## config.mk

```make
export PLATFORM = sky130hd
export DESIGN_NAME = refill_controller_flat
export DESIGN_NICKNAME = d
export VERILOG_FILES = /design/src/verilog/icache_cfg_pkg.sv /design/src/verilog/icache_types_pkg.sv /design/src/verilog/icache_if.sv /design/src/verilog/refill_controller.sv /design/src/flat_wrapper.sv
export SDC_FILE = /design/constraint.sdc
export NUM_CORES = 1
export LEC_CHECK = 0
export ABC_AREA = 1
export BUFFER_PORTS_ARGS = -buffer_cell sky130_fd_sc_hd__buf_2
export CAP_MARGIN = 20
export CORE_AREA = 2 2 152 154
export CTS_BUF_LIST = sky130_fd_sc_hd__clkbuf_16
export CTS_CLUSTER_SIZE = 14
export DETAILED_ROUTE_END_ITERATION = 6
export DIE_AREA = 0 0 154 156
export PLACE_DENSITY = 0.59
export RECOVER_POWER = 50
export SETUP_SLACK_MARGIN = 0.2
export SKIP_LAST_GASP = 1
export SLEW_MARGIN = 10
export SYNTH_ARGS = -nofsm -noshare
export SYNTH_HDL_FRONTEND = slang
export SYNTH_SLANG_ARGS = --single-unit
```

## constraint.sdc

```tcl
create_clock -name clk_i -period 2.8 [get_ports clk_i]
set_input_delay 0.14 -clock clk_i [delete_from_list [all_inputs] [get_ports clk_i]]
set_output_delay 0.14 -clock clk_i [all_outputs]
set_load 0.05 [all_outputs]
```

## src/verilog/icache_cfg_pkg.sv

```systemverilog
package icache_cfg_pkg;

    // Total cache size and block size in bytes.
    localparam int CACHE_BYTES = 1024;
    localparam int BLOCK_BYTES = 16;

    localparam int BLOCK_WORDS = BLOCK_BYTES / 4;  // Instructions per block.

    // Word select within a block.
    localparam int OFFSET_W = $clog2(BLOCK_WORDS);

    localparam int LINES = CACHE_BYTES / BLOCK_BYTES;  // Direct mapped, one block per line.
    localparam int INDEX_W = $clog2(LINES);

    // Remaining address bits above byte, word and line select.
    localparam int TAG_W = 32 - 2 - OFFSET_W - INDEX_W;

endpackage : icache_cfg_pkg

```

## src/verilog/icache_types_pkg.sv

```systemverilog
package icache_types_pkg;

    import icache_cfg_pkg::*;

    typedef logic [31:0] instr_t;

    // Word 0 sits in the low bits, the same order as ascending addresses.
    typedef instr_t [BLOCK_WORDS-1:0] block_t;

    typedef logic [TAG_W-1:0]    tag_t;
    typedef logic [INDEX_W-1:0]  index_t;
    typedef logic [OFFSET_W-1:0] offset_t;

    // One line as written into the array by a refill.
    typedef struct packed {
        index_t index;
        tag_t   tag;
        block_t block;
    } line_write_t;

endpackage : icache_types_pkg

```

## src/verilog/icache_if.sv

```systemverilog
interface bundle_if import icache_types_pkg::*; ();

    logic        req;
    logic [31:0] addr;        // Address of the wanted word.
    logic        ready;
    block_t      bundle;
    logic        miss;
    logic        invalidate;

    // The array answers hits, the refill controller answers misses.
    logic   hit_ready;
    block_t hit_bundle;
    logic   fill_ready;
    block_t fill_bundle;

    assign ready  = hit_ready | fill_ready;
    assign bundle = fill_ready ? fill_bundle : hit_bundle;

    modport requester (output req, addr, invalidate, input ready, bundle);

    modport responder (
        input  req, addr, invalidate, ready,
        output hit_ready, hit_bundle, miss
    );

    modport refill (input addr, miss, output fill_ready, fill_bundle);

endinterface : bundle_if


interface line_write_if import icache_types_pkg::*; ();

    logic   we;     // Single cycle, marks the line valid.
    index_t index;
    tag_t   tag;
    block_t block;

    modport source (output we, index, tag, block);

    modport sink (input we, index, tag, block);

endinterface : line_write_if

```

## src/verilog/refill_controller.sv

```systemverilog
module refill_controller import icache_cfg_pkg::*, icache_types_pkg::*; (
    input  logic        clk_i,
    input  logic        rst_n_i,

    bundle_if.refill     bus_io,
    line_write_if.source fill_o,

    // Wishbone classic master.
    output logic [31:0] wb_adr_o,
    output logic        wb_cyc_o,
    output logic        wb_stb_o,
    output logic        wb_we_o,
    input  logic [31:0] wb_dat_i,
    input  logic        wb_ack_i
);

    typedef enum logic [1:0] {
        st_idle,
        st_read,
        st_fill
    } state_t;

    state_t      state_q;
    logic        cyc_q;
    logic        stb_q;
    offset_t     word_q;   // Word being read.
    line_write_t line_q;   // Line under construction.

    logic last_word;
    logic start;

    assign start     = (state_q == st_idle) && bus_io.miss;
    assign last_word = (word_q == offset_t'(BLOCK_WORDS - 1));

    always_ff @(posedge clk_i) begin
        if (!rst_n_i) begin
            state_q <= st_idle;
            cyc_q   <= 1'b0;
            stb_q   <= 1'b0;
            word_q  <= '0;
        end else begin
            case (state_q)
                st_idle: begin
                    if (bus_io.miss) begin
                        state_q <= st_read;
                        cyc_q   <= 1'b1;
                        stb_q   <= 1'b1;
                        word_q  <= '0;  // Start at the block base.
                    end
                end

                st_read: begin
                    if (stb_q && wb_ack_i) begin
                        // Drop the cycle for one clock between words.
                        cyc_q <= 1'b0;
                        stb_q <= 1'b0;
                        if (last_word) begin
                            state_q <= st_fill;
                        end else begin
                            word_q <= word_q + 1'b1;
                        end
                    end else if (!cyc_q) begin
                        cyc_q <= 1'b1;
                        stb_q <= 1'b1;
                    end
                end

                st_fill: begin
                    state_q <= st_idle;  // Write and answer take one cycle.
                end

                default: begin
                    state_q <= st_idle;
                end
            endcase
        end
    end

    always_ff @(posedge clk_i) begin
        if (start) begin
            line_q.tag   <= bus_io.addr[31 -: TAG_W];
            line_q.index <= bus_io.addr[OFFSET_W+2 +: INDEX_W];
        end
        if (stb_q && wb_ack_i) begin
            line_q.block[word_q] <= wb_dat_i;
        end
    end

    assign wb_adr_o = {line_q.tag, line_q.index, word_q, 2'b00};
    assign wb_cyc_o = cyc_q;
    assign wb_stb_o = stb_q;
    assign wb_we_o  = 1'b0;  // Read only port.

    assign fill_o.we    = (state_q == st_fill);
    assign fill_o.index = line_q.index;
    assign fill_o.tag   = line_q.tag;
    assign fill_o.block = line_q.block;

    // Block goes to the sequencer in the same cycle as the array write.
    assign bus_io.fill_ready  = (state_q == st_fill);
    assign bus_io.fill_bundle = line_q.block;

    // Stray acks outside a strobed cycle would be lost.
    ack_in_cycle: assert property (@(posedge clk_i) disable iff (!rst_n_i)
        wb_ack_i |-> wb_cyc_o && wb_stb_o);

    adr_held: assert property (@(posedge clk_i) disable iff (!rst_n_i)
        wb_stb_o && !wb_ack_i |=> $stable(wb_adr_o));

endmodule : refill_controller

```

## src/flat_wrapper.sv

```systemverilog
// flat-port wrapper written by rule: the top's interface ports become plain ports
module refill_controller_flat import icache_cfg_pkg::*, icache_types_pkg::*;
  (clk_i, rst_n_i, wb_adr_o, wb_cyc_o, wb_stb_o, wb_we_o, wb_dat_i, wb_ack_i, bus_io_addr, bus_io_miss, bus_io_fill_ready, bus_io_fill_bundle, fill_o_we, fill_o_index, fill_o_tag, fill_o_block);
  bundle_if bus_io_i ();
  line_write_if fill_o_i ();
  input  logic clk_i;
  input  logic rst_n_i;
  output logic [31:0] wb_adr_o;
  output logic wb_cyc_o;
  output logic wb_stb_o;
  output logic wb_we_o;
  input  logic [31:0] wb_dat_i;
  input  logic wb_ack_i;
  input wire logic [$bits(bus_io_i.addr)-1:0] bus_io_addr;
  input wire logic [$bits(bus_io_i.miss)-1:0] bus_io_miss;
  output wire logic [$bits(bus_io_i.fill_ready)-1:0] bus_io_fill_ready;
  output wire logic [$bits(bus_io_i.fill_bundle)-1:0] bus_io_fill_bundle;
  output wire logic [$bits(fill_o_i.we)-1:0] fill_o_we;
  output wire logic [$bits(fill_o_i.index)-1:0] fill_o_index;
  output wire logic [$bits(fill_o_i.tag)-1:0] fill_o_tag;
  output wire logic [$bits(fill_o_i.block)-1:0] fill_o_block;
  assign bus_io_i.addr = bus_io_addr;
  assign bus_io_i.miss = bus_io_miss;
  assign bus_io_fill_ready = bus_io_i.fill_ready;
  assign bus_io_fill_bundle = bus_io_i.fill_bundle;
  assign fill_o_we = fill_o_i.we;
  assign fill_o_index = fill_o_i.index;
  assign fill_o_tag = fill_o_i.tag;
  assign fill_o_block = fill_o_i.block;
  refill_controller u_core (.clk_i(clk_i), .rst_n_i(rst_n_i), .bus_io(bus_io_i), .fill_o(fill_o_i), .wb_adr_o(wb_adr_o), .wb_cyc_o(wb_cyc_o), .wb_stb_o(wb_stb_o), .wb_we_o(wb_we_o), .wb_dat_i(wb_dat_i), .wb_ack_i(wb_ack_i));
endmodule
```

==> impl_metrics.tcl, run 1 <==
set metrics [dict create \
    outcome "complete, no violations" \
    layout_commonest_cell "clkbuf_1" \
    grt_max_degree 29 \
    final_max_slew_viol_count 0 \
    grt_pass1_wl_mm 21.1 \
    grt_pass1_vias 3624 \
    wire_per_inst_um 15.8 \
    rsz0062_at_grt "no" \
    synth_top_area_frac 0.750 \
    path_depth 5 \
    tightest_slew_ns 0.672 \
    area_growth_pct 34.0 \
    critPathLaunch "u_core.word_q[0]" \
    slew-limit-headroom 0.551 \
    clkTransAtPathRegs_ns 0.07 \
    core_um2 22400 \
    cp_max_fo 19 \
    yosys_warnings 0 \
    htree_levels 4 \
    critPathSlowestCell "nor2_4" \
    antenna_found_initial 0 \
    drtIter0Drc 186 \
    cp_num_buf_inv 3 \
    chipHeight_um 156 \
    power_density_nw_per_um2 699 \
    num-fill-cells 2195 \
    cts_made_buffers 17 \
    root_buffer "clkbuf_16" \
    cp_cell_sequence "inv_1 -> ha_1 -> inv_1 -> nor2_4 -> buf_4" \
    worstRegToRegCells 5 \
    required_ns 2.91 \
    die_area_um2 24000 \
    fmax_ghz 0.544 \
    drive_gt1_frac 0.339 \
    die_w_um 154 \
    critPathTopFamily "simple AND/OR/NAND/NOR gates" \
    crit_top_cell "inv_1" \
    synthCells 368 \
    crit_path_max_incr_delay_ns 0.54 \
    synth.largest_area_cell "edfxtp_1" \
    tns_ns 0 \
    min_period_ns 1.84 \
    drtPass1Iterations 5 \
    fin_skew_ns 0.0105 \
    ir_drop_mv 0.313 \
    cts_tree "built" \
    r2r_start "u_core.word_q[0]" \
    dp_hpwl_mm 11.1 \
    synth-seq-area-share 0.769 \
    synthMuxAreaShare 0 \
    place_congestion 0.717 \
    final_net_count 750 \
    crit_path_end_kind "flop" \
    via_per_inst 3.86 \
    r2r_setup_slack_ns 0.96 \
    yosysUniqueCellTypes 16 \
    synth_top_family_by_area "buffers and inverters" \
    synth-compound-area-share 0.00681 \
    io_buffers 381 \
    drt.antenna.violating_nets 0 \
    crit_path_start_kind "flop" \
    clock-sinks 162 \
    synthXorXnorAreaFrac 0 \
    antenna_cells 0 \
    num_vias 3771 \
    num_rows 55 \
    clkLatencyLatePin_ns 0.41 \
    synthAdderAreaFrac 0.00801 \
    setup_viol_count_final 0 \
    syn_avg_cell_area_um2 17.0 \
    grt_usage 0.119 \
    holdWs_ns 0.0366 \
    syn_area_um2 6250 \
    hold_class "input pin to flop" \
    cp.arrival_ns 1.95 \
    endpoint "u_core.bus_io.fill_bundle[95]" \
    yosys.area_share.simple 0.0176 \
    layout_common_cells "clkbuf_1 (192), buf_2 (189), edfxtp_1 (156), dlygate4sd3_1 (61), clkbuf_16 (17)" \
    start_util 0.279 \
    hold_viol_final 0 \
    leakage_nw 3.17 \
    synth.area.top_cells "edfxtp_1 (75%), buf_4 (19%), dfxtp_1 (1.9%), ha_1 (0.80%), nor2_1 (0.60%)" \
    drc_errors 0 \
    min_period_over_period 0.657 \
    critPathKind "flop to flop" \
    pin_count 389 \
    yosys_register_bits 162 \
    cap_violations 0 \
    drt-total-wl_mm 15.4 \
    grt_overflow 0 \
    worstReg2RegEnd "u_core.bus_io.fill_bundle[95]" \
    clk_path_buf_depth 2 \
]
worst min path at each step:
| stage | start | to | cells after the start |
|---|---|---|---|
| floorplan | wb_dat_i[0] | u_core.bus_io.fill_bundle[0] | 0 |
| global placement | bus_io_addr[25] | u_core.fill_o.tag[15] | 1 |
| detailed placement | bus_io_addr[21] | u_core.fill_o.tag[11] | 1 |
| CTS | wb_ack_i | u_core.state_q[1] | 3 |
| global route | bus_io_miss | u_core.state_q[0] | 3 |
| finish | bus_io_miss | u_core.state_q[0] | 3 |
report_power, final:
part / internal (mW) / switching, mW
clock network: 1.32 / 0.948
registers: 2.75 / 0.0460
logic: 0.169 / 0.622
total: 4.24 / 1.62
kinds of logic (layout without fill, tap and decap cells):
family / count (synthesis) / after routing
other cells: 1 / 3
fa+ha+maj: 4 / 4
buf+inv: 170 / 491
compound gates: 7 / 7
flops: 162 / 162
simple gates: 24 / 24
routing by layer:
metal / track usage / share of wire / vias up
li1: - / - / 1741
met1: 0.148 / 0.42 / 1834
met2: 0.202 / 0.51 / 191
met3: 0.0339 / 0.066 / 5
met4: 0.0392 / 0.0080 / 0
met5: 0 / 0 / -
cells in the mapped netlist:
cell type and number:
a21oi_1 4, nand3_1 5, nor3_1 1, conb_1 1
nand2_2 2, edfxtp_1 156, inv_1 8, nor2_4 1
dfxtp_1 6, buf_4 160, nor2_1 10, o21ai_1 1
ha_1 4, nand2_1 5, o21ai_2 2, inv_2 2
through the flow:
| step | util | total power [mW] | setup slack, ns | cell area (um2) | cells |
|---|---|---|---|---|---|
| 3_3_place_gp | 0.332 | 3.59 | 0.912 | 7430 | 883 |
| 2_1_floorplan | - | 3.45 | 0.508 | 6270 | 370 |
| 5_1_grt | 0.374 | 6.08 | 0.773 | 8370 | 976 |
| 4_1_cts | 0.385 | 5.96 | 0.858 | 8620 | 976 |
| 6_report | 0.374 | 5.85 | 0.961 | 8370 | 976 |
| 3_5_place_dp | 0.332 | 3.59 | 0.877 | 7430 | 883 |
sequential cells by signal (all words and copies together), names as in the netlist:
signal                     cells
u_core.bus_io.fill_bundle    128
u_core.fill_o.tag             22
u_core.fill_o.index            6
u_core.state_q                 2
u_core.word_q                  2
u_core.wb_cyc_o                1
u_core.wb_stb_o                1
repair_timing:
item / CTS / global route
endpoints found under the hold margin: 160 / 0
resized for setup: 0 / 0
hold buffers: 61 / 0
buffers inserted: 0 / 0
setup endpoints to repair: 0 / 0
worst min-delay path, cell delays in order:
cell     delay, ns
buf_2         0.11
nand3_1       0.09
a21oi_1       0.06
layout make-up:
type | count | area (um2) | share of cell area
sequential | 162 | 4800 | 0.574
clock buffer | 17 | 425 | 0.0508
clock inverter | 15 | 156 | 0.0187
timing repair buffer | 449 | 2350 | 0.281
inverter | 10 | 37.5 | 0.00448
multi-input combinational | 38 | 236 | 0.0282
tap | 285 | 357 | 0.0426
Power figures use the tool's default switching activity.
==> inputs of run 2 (changes only) <==
- ABC_AREA: 1 -> 0
- clock period: 2.8 -> 1.8 ns (I/O delays scaled with it)
==> impl_metrics.tcl, run 2 <==
set metrics [dict create \
    yosys_register_bits 162 \
    cts_tree "built" \
    power_switching_mw 2.25 \
    io_buffers 381 \
    critPathKind "flop to output port" \
    clkLatencyLatePin_ns 0.41 \
    cp_max_fo 8 \
    antenna_found_initial 0 \
    syn_area_um2 6250 \
    final_net_count 740 \
    power_density_nw_per_um2 1030 \
    crit_path_max_incr_delay_ns 0.49 \
    synthMuxAreaShare 0 \
    synthXorXnorAreaFrac 0 \
    yosysUniqueCellTypes 23 \
    start_util 0.279 \
    synth_top_family_by_area "buffers and inverters" \
    power_frac_seq 0.497 \
    dp_hpwl_mm 11.4 \
    clk_path_buf_depth 2 \
    grt_usage 0.124 \
    tightest_slew_ns 0.670 \
    grt_pass1_wl_mm 21.6 \
    min_period_over_period 0.804 \
    required_ns 1.71 \
    ir_drop_mv 0.557 \
    drive_gt1_frac 0.351 \
    layout_commonest_cell "buf_2" \
    num_rows 55 \
    r2r_setup_slack_ns 0.37 \
    chipHeight_um 156 \
    fmax_ghz 0.691 \
    die_w_um 154 \
    drt-total-wl_mm 15.8 \
    crit_path_start_kind "flop" \
    grt_pass1_vias 3570 \
    synthAdderAreaFrac 0.00801 \
    core_um2 22400 \
    synth_top_area_frac 0.750 \
    hold_viol_final 0 \
    pin_count 389 \
    htree_levels 4 \
    leakage_nw 3.17 \
    r2r_start "u_core.word_q[1]" \
    area_growth_pct 34.2 \
    clkPwrFrac 0.397 \
    drc_errors 0 \
    synth-compound-area-share 0.0102 \
    clock-sinks 162 \
    hold_depth 4 \
    slew-limit-headroom 0.556 \
    worstRegToRegCells 3 \
    netSwitchingFraction 0.261 \
    min_period_ns 1.45 \
    outcome "complete, no violations" \
    hold_class "input pin to flop" \
    yosys.area_share.simple 0.0166 \
    wire_per_inst_um 16.4 \
    antenna_cells 0 \
    crit_path_end_kind "output port" \
    cp_num_buf_inv 1 \
    critPathTopFamily "flip-flops" \
    synth_top_cells_by_count "buf_4 (160), edfxtp_1 (156), dfxtp_1 (6), and3_1 (5), inv_1 (5)" \
    syn_avg_cell_area_um2 17.4 \
    grt_overflow 0 \
    cp.arrival_ns 1.36 \
    pwr-share-comb 0.106 \
    yosys_warnings 0 \
    synth.largest_area_cell "edfxtp_1" \
    setup_viol_count_final 0 \
    yosysMostFrequentCell "buf_4" \
    min_from "bus_io_miss" \
    final_max_slew_viol_count 0 \
    layout_common_cells "buf_2 (196), clkbuf_1 (185), edfxtp_1 (156), dlygate4sd3_1 (62), clkbuf_16 (17)" \
    die_area_um2 24000 \
    num_vias 3806 \
    worstReg2RegEnd "u_core.bus_io.fill_bundle[113]" \
    drtIter0Drc 163 \
    synthArstFlopShare 0 \
    root_buffer "clkbuf_16" \
    synth-seq-area-share 0.769 \
    rsz0062_at_grt "no" \
    largest_register_ffs 128 \
    tns_ns 0 \
    clkTransAtPathRegs_ns 0.07 \
    synthFlopType "edfxtp_1" \
    drt.antenna.violating_nets 0 \
    place_congestion 0.762 \
    synthCells 359 \
    synth.area.top_cells "edfxtp_1 (75%), buf_4 (19%), dfxtp_1 (1.9%), ha_1 (0.80%), and3_1 (0.50%)" \
    via_per_inst 3.94 \
    power.total_mw 8.62 \
    cp_cell_sequence "and2b_1 -> buf_2" \
    grt_max_degree 29 \
    holdPathEnd "u_core.word_q[0]" \
    synth_edf_count 156 \
    cap_violations 0 \
    critPathSlowestCell "dfxtp_1" \
    fin_skew_ns 0.0103 \
    drtPass1Iterations 4 \
    p_int_mw 6.37 \
    cts_made_buffers 17 \
]
==> run 2: worst max path at each step <==
stage	endpoint	slack (ns)	from	depth (start not counted)
after global routing	fill_o_we	0.26	u_core.state_q[1]	2
after global placement	u_core.bus_io.fill_bundle[25]	0.40	u_core.word_q[0]	4
final	fill_o_we	0.35	u_core.state_q[1]	2
after detailed placement	u_core.bus_io.fill_bundle[119]	0.38	u_core.word_q[0]	3
after CTS	fill_o_we	0.31	u_core.state_q[1]	2
after floorplan	u_core.bus_io.fill_bundle[100]	0.33	u_core.word_q[0]	2
==> run 2: timing repair <==
action                                 in CTS  in global routing
resized for setup                           0                  0
hold buffers                               62                  0
endpoints found under the hold margin     162                  0
setup buffers                               0                  0
==> run 2: stage by stage <==
stage / util / hold slack, ns / area, um2 / cells / setup slack, ns
floorplan: - / 0.189 / 6280 / 361 / 0.331
global placement: 0.332 / 0.267 / 7430 / 872 / 0.396
detailed placement: 0.332 / 0.271 / 7430 / 872 / 0.378
CTS: 0.385 / 0.0506 / 8610 / 966 / 0.312
global route: 0.375 / 0.0908 / 8380 / 966 / 0.256
finish: 0.375 / 0.0737 / 8380 / 966 / 0.353
==> run 2: worst min-delay path: stages <==
cell and delay [ns]:
buf_2 0.12, inv_1 0.05, o211ai_1 0.07, a31oi_1 0.11
==> run 2: metal layers <==
metal	wire length (um)	part of all wire	vias up	GRT usage
met1	6110	0.39	1808	0.134
met2	8300	0.52	261	0.228
met5	0	0	-	0
met3	1290	0.081	5	0.0431
li1	-	-	1732	-
met4	119	0.0075	0	0.0374
==> run 2: power by group through the flow <==
stage	Clock, mW	Sequential [mW]	Combinational [mW]
6_report	3.43	4.28	0.912
5_1_grt	3.71	4.29	0.947
4_1_cts	3.53	4.28	0.938
3_5_place_dp	0	4.36	0.837
3_3_place_gp	0	4.36	0.830
2_1_floorplan	0	4.61	0.403
==> run 2: final cells by class <==
class                   instances  area (um2)
multi-input cells              34         256
repair buffers                448        2380
inverters                       5        18.8
clock inverters                15         134
flip-flops and latches        162        4810
clock buffers                  17         425
well taps                     285         357
fillers                      2228       14000
==> run 2: kinds of logic (layout without fill, tap and decap cells) <==
kind of cell	after synthesis	after routing
buf+inv	165	485
flops	162	162
simple gates	17	17
compound gates	10	10
fa+ha+maj	4	4
other cells	1	3
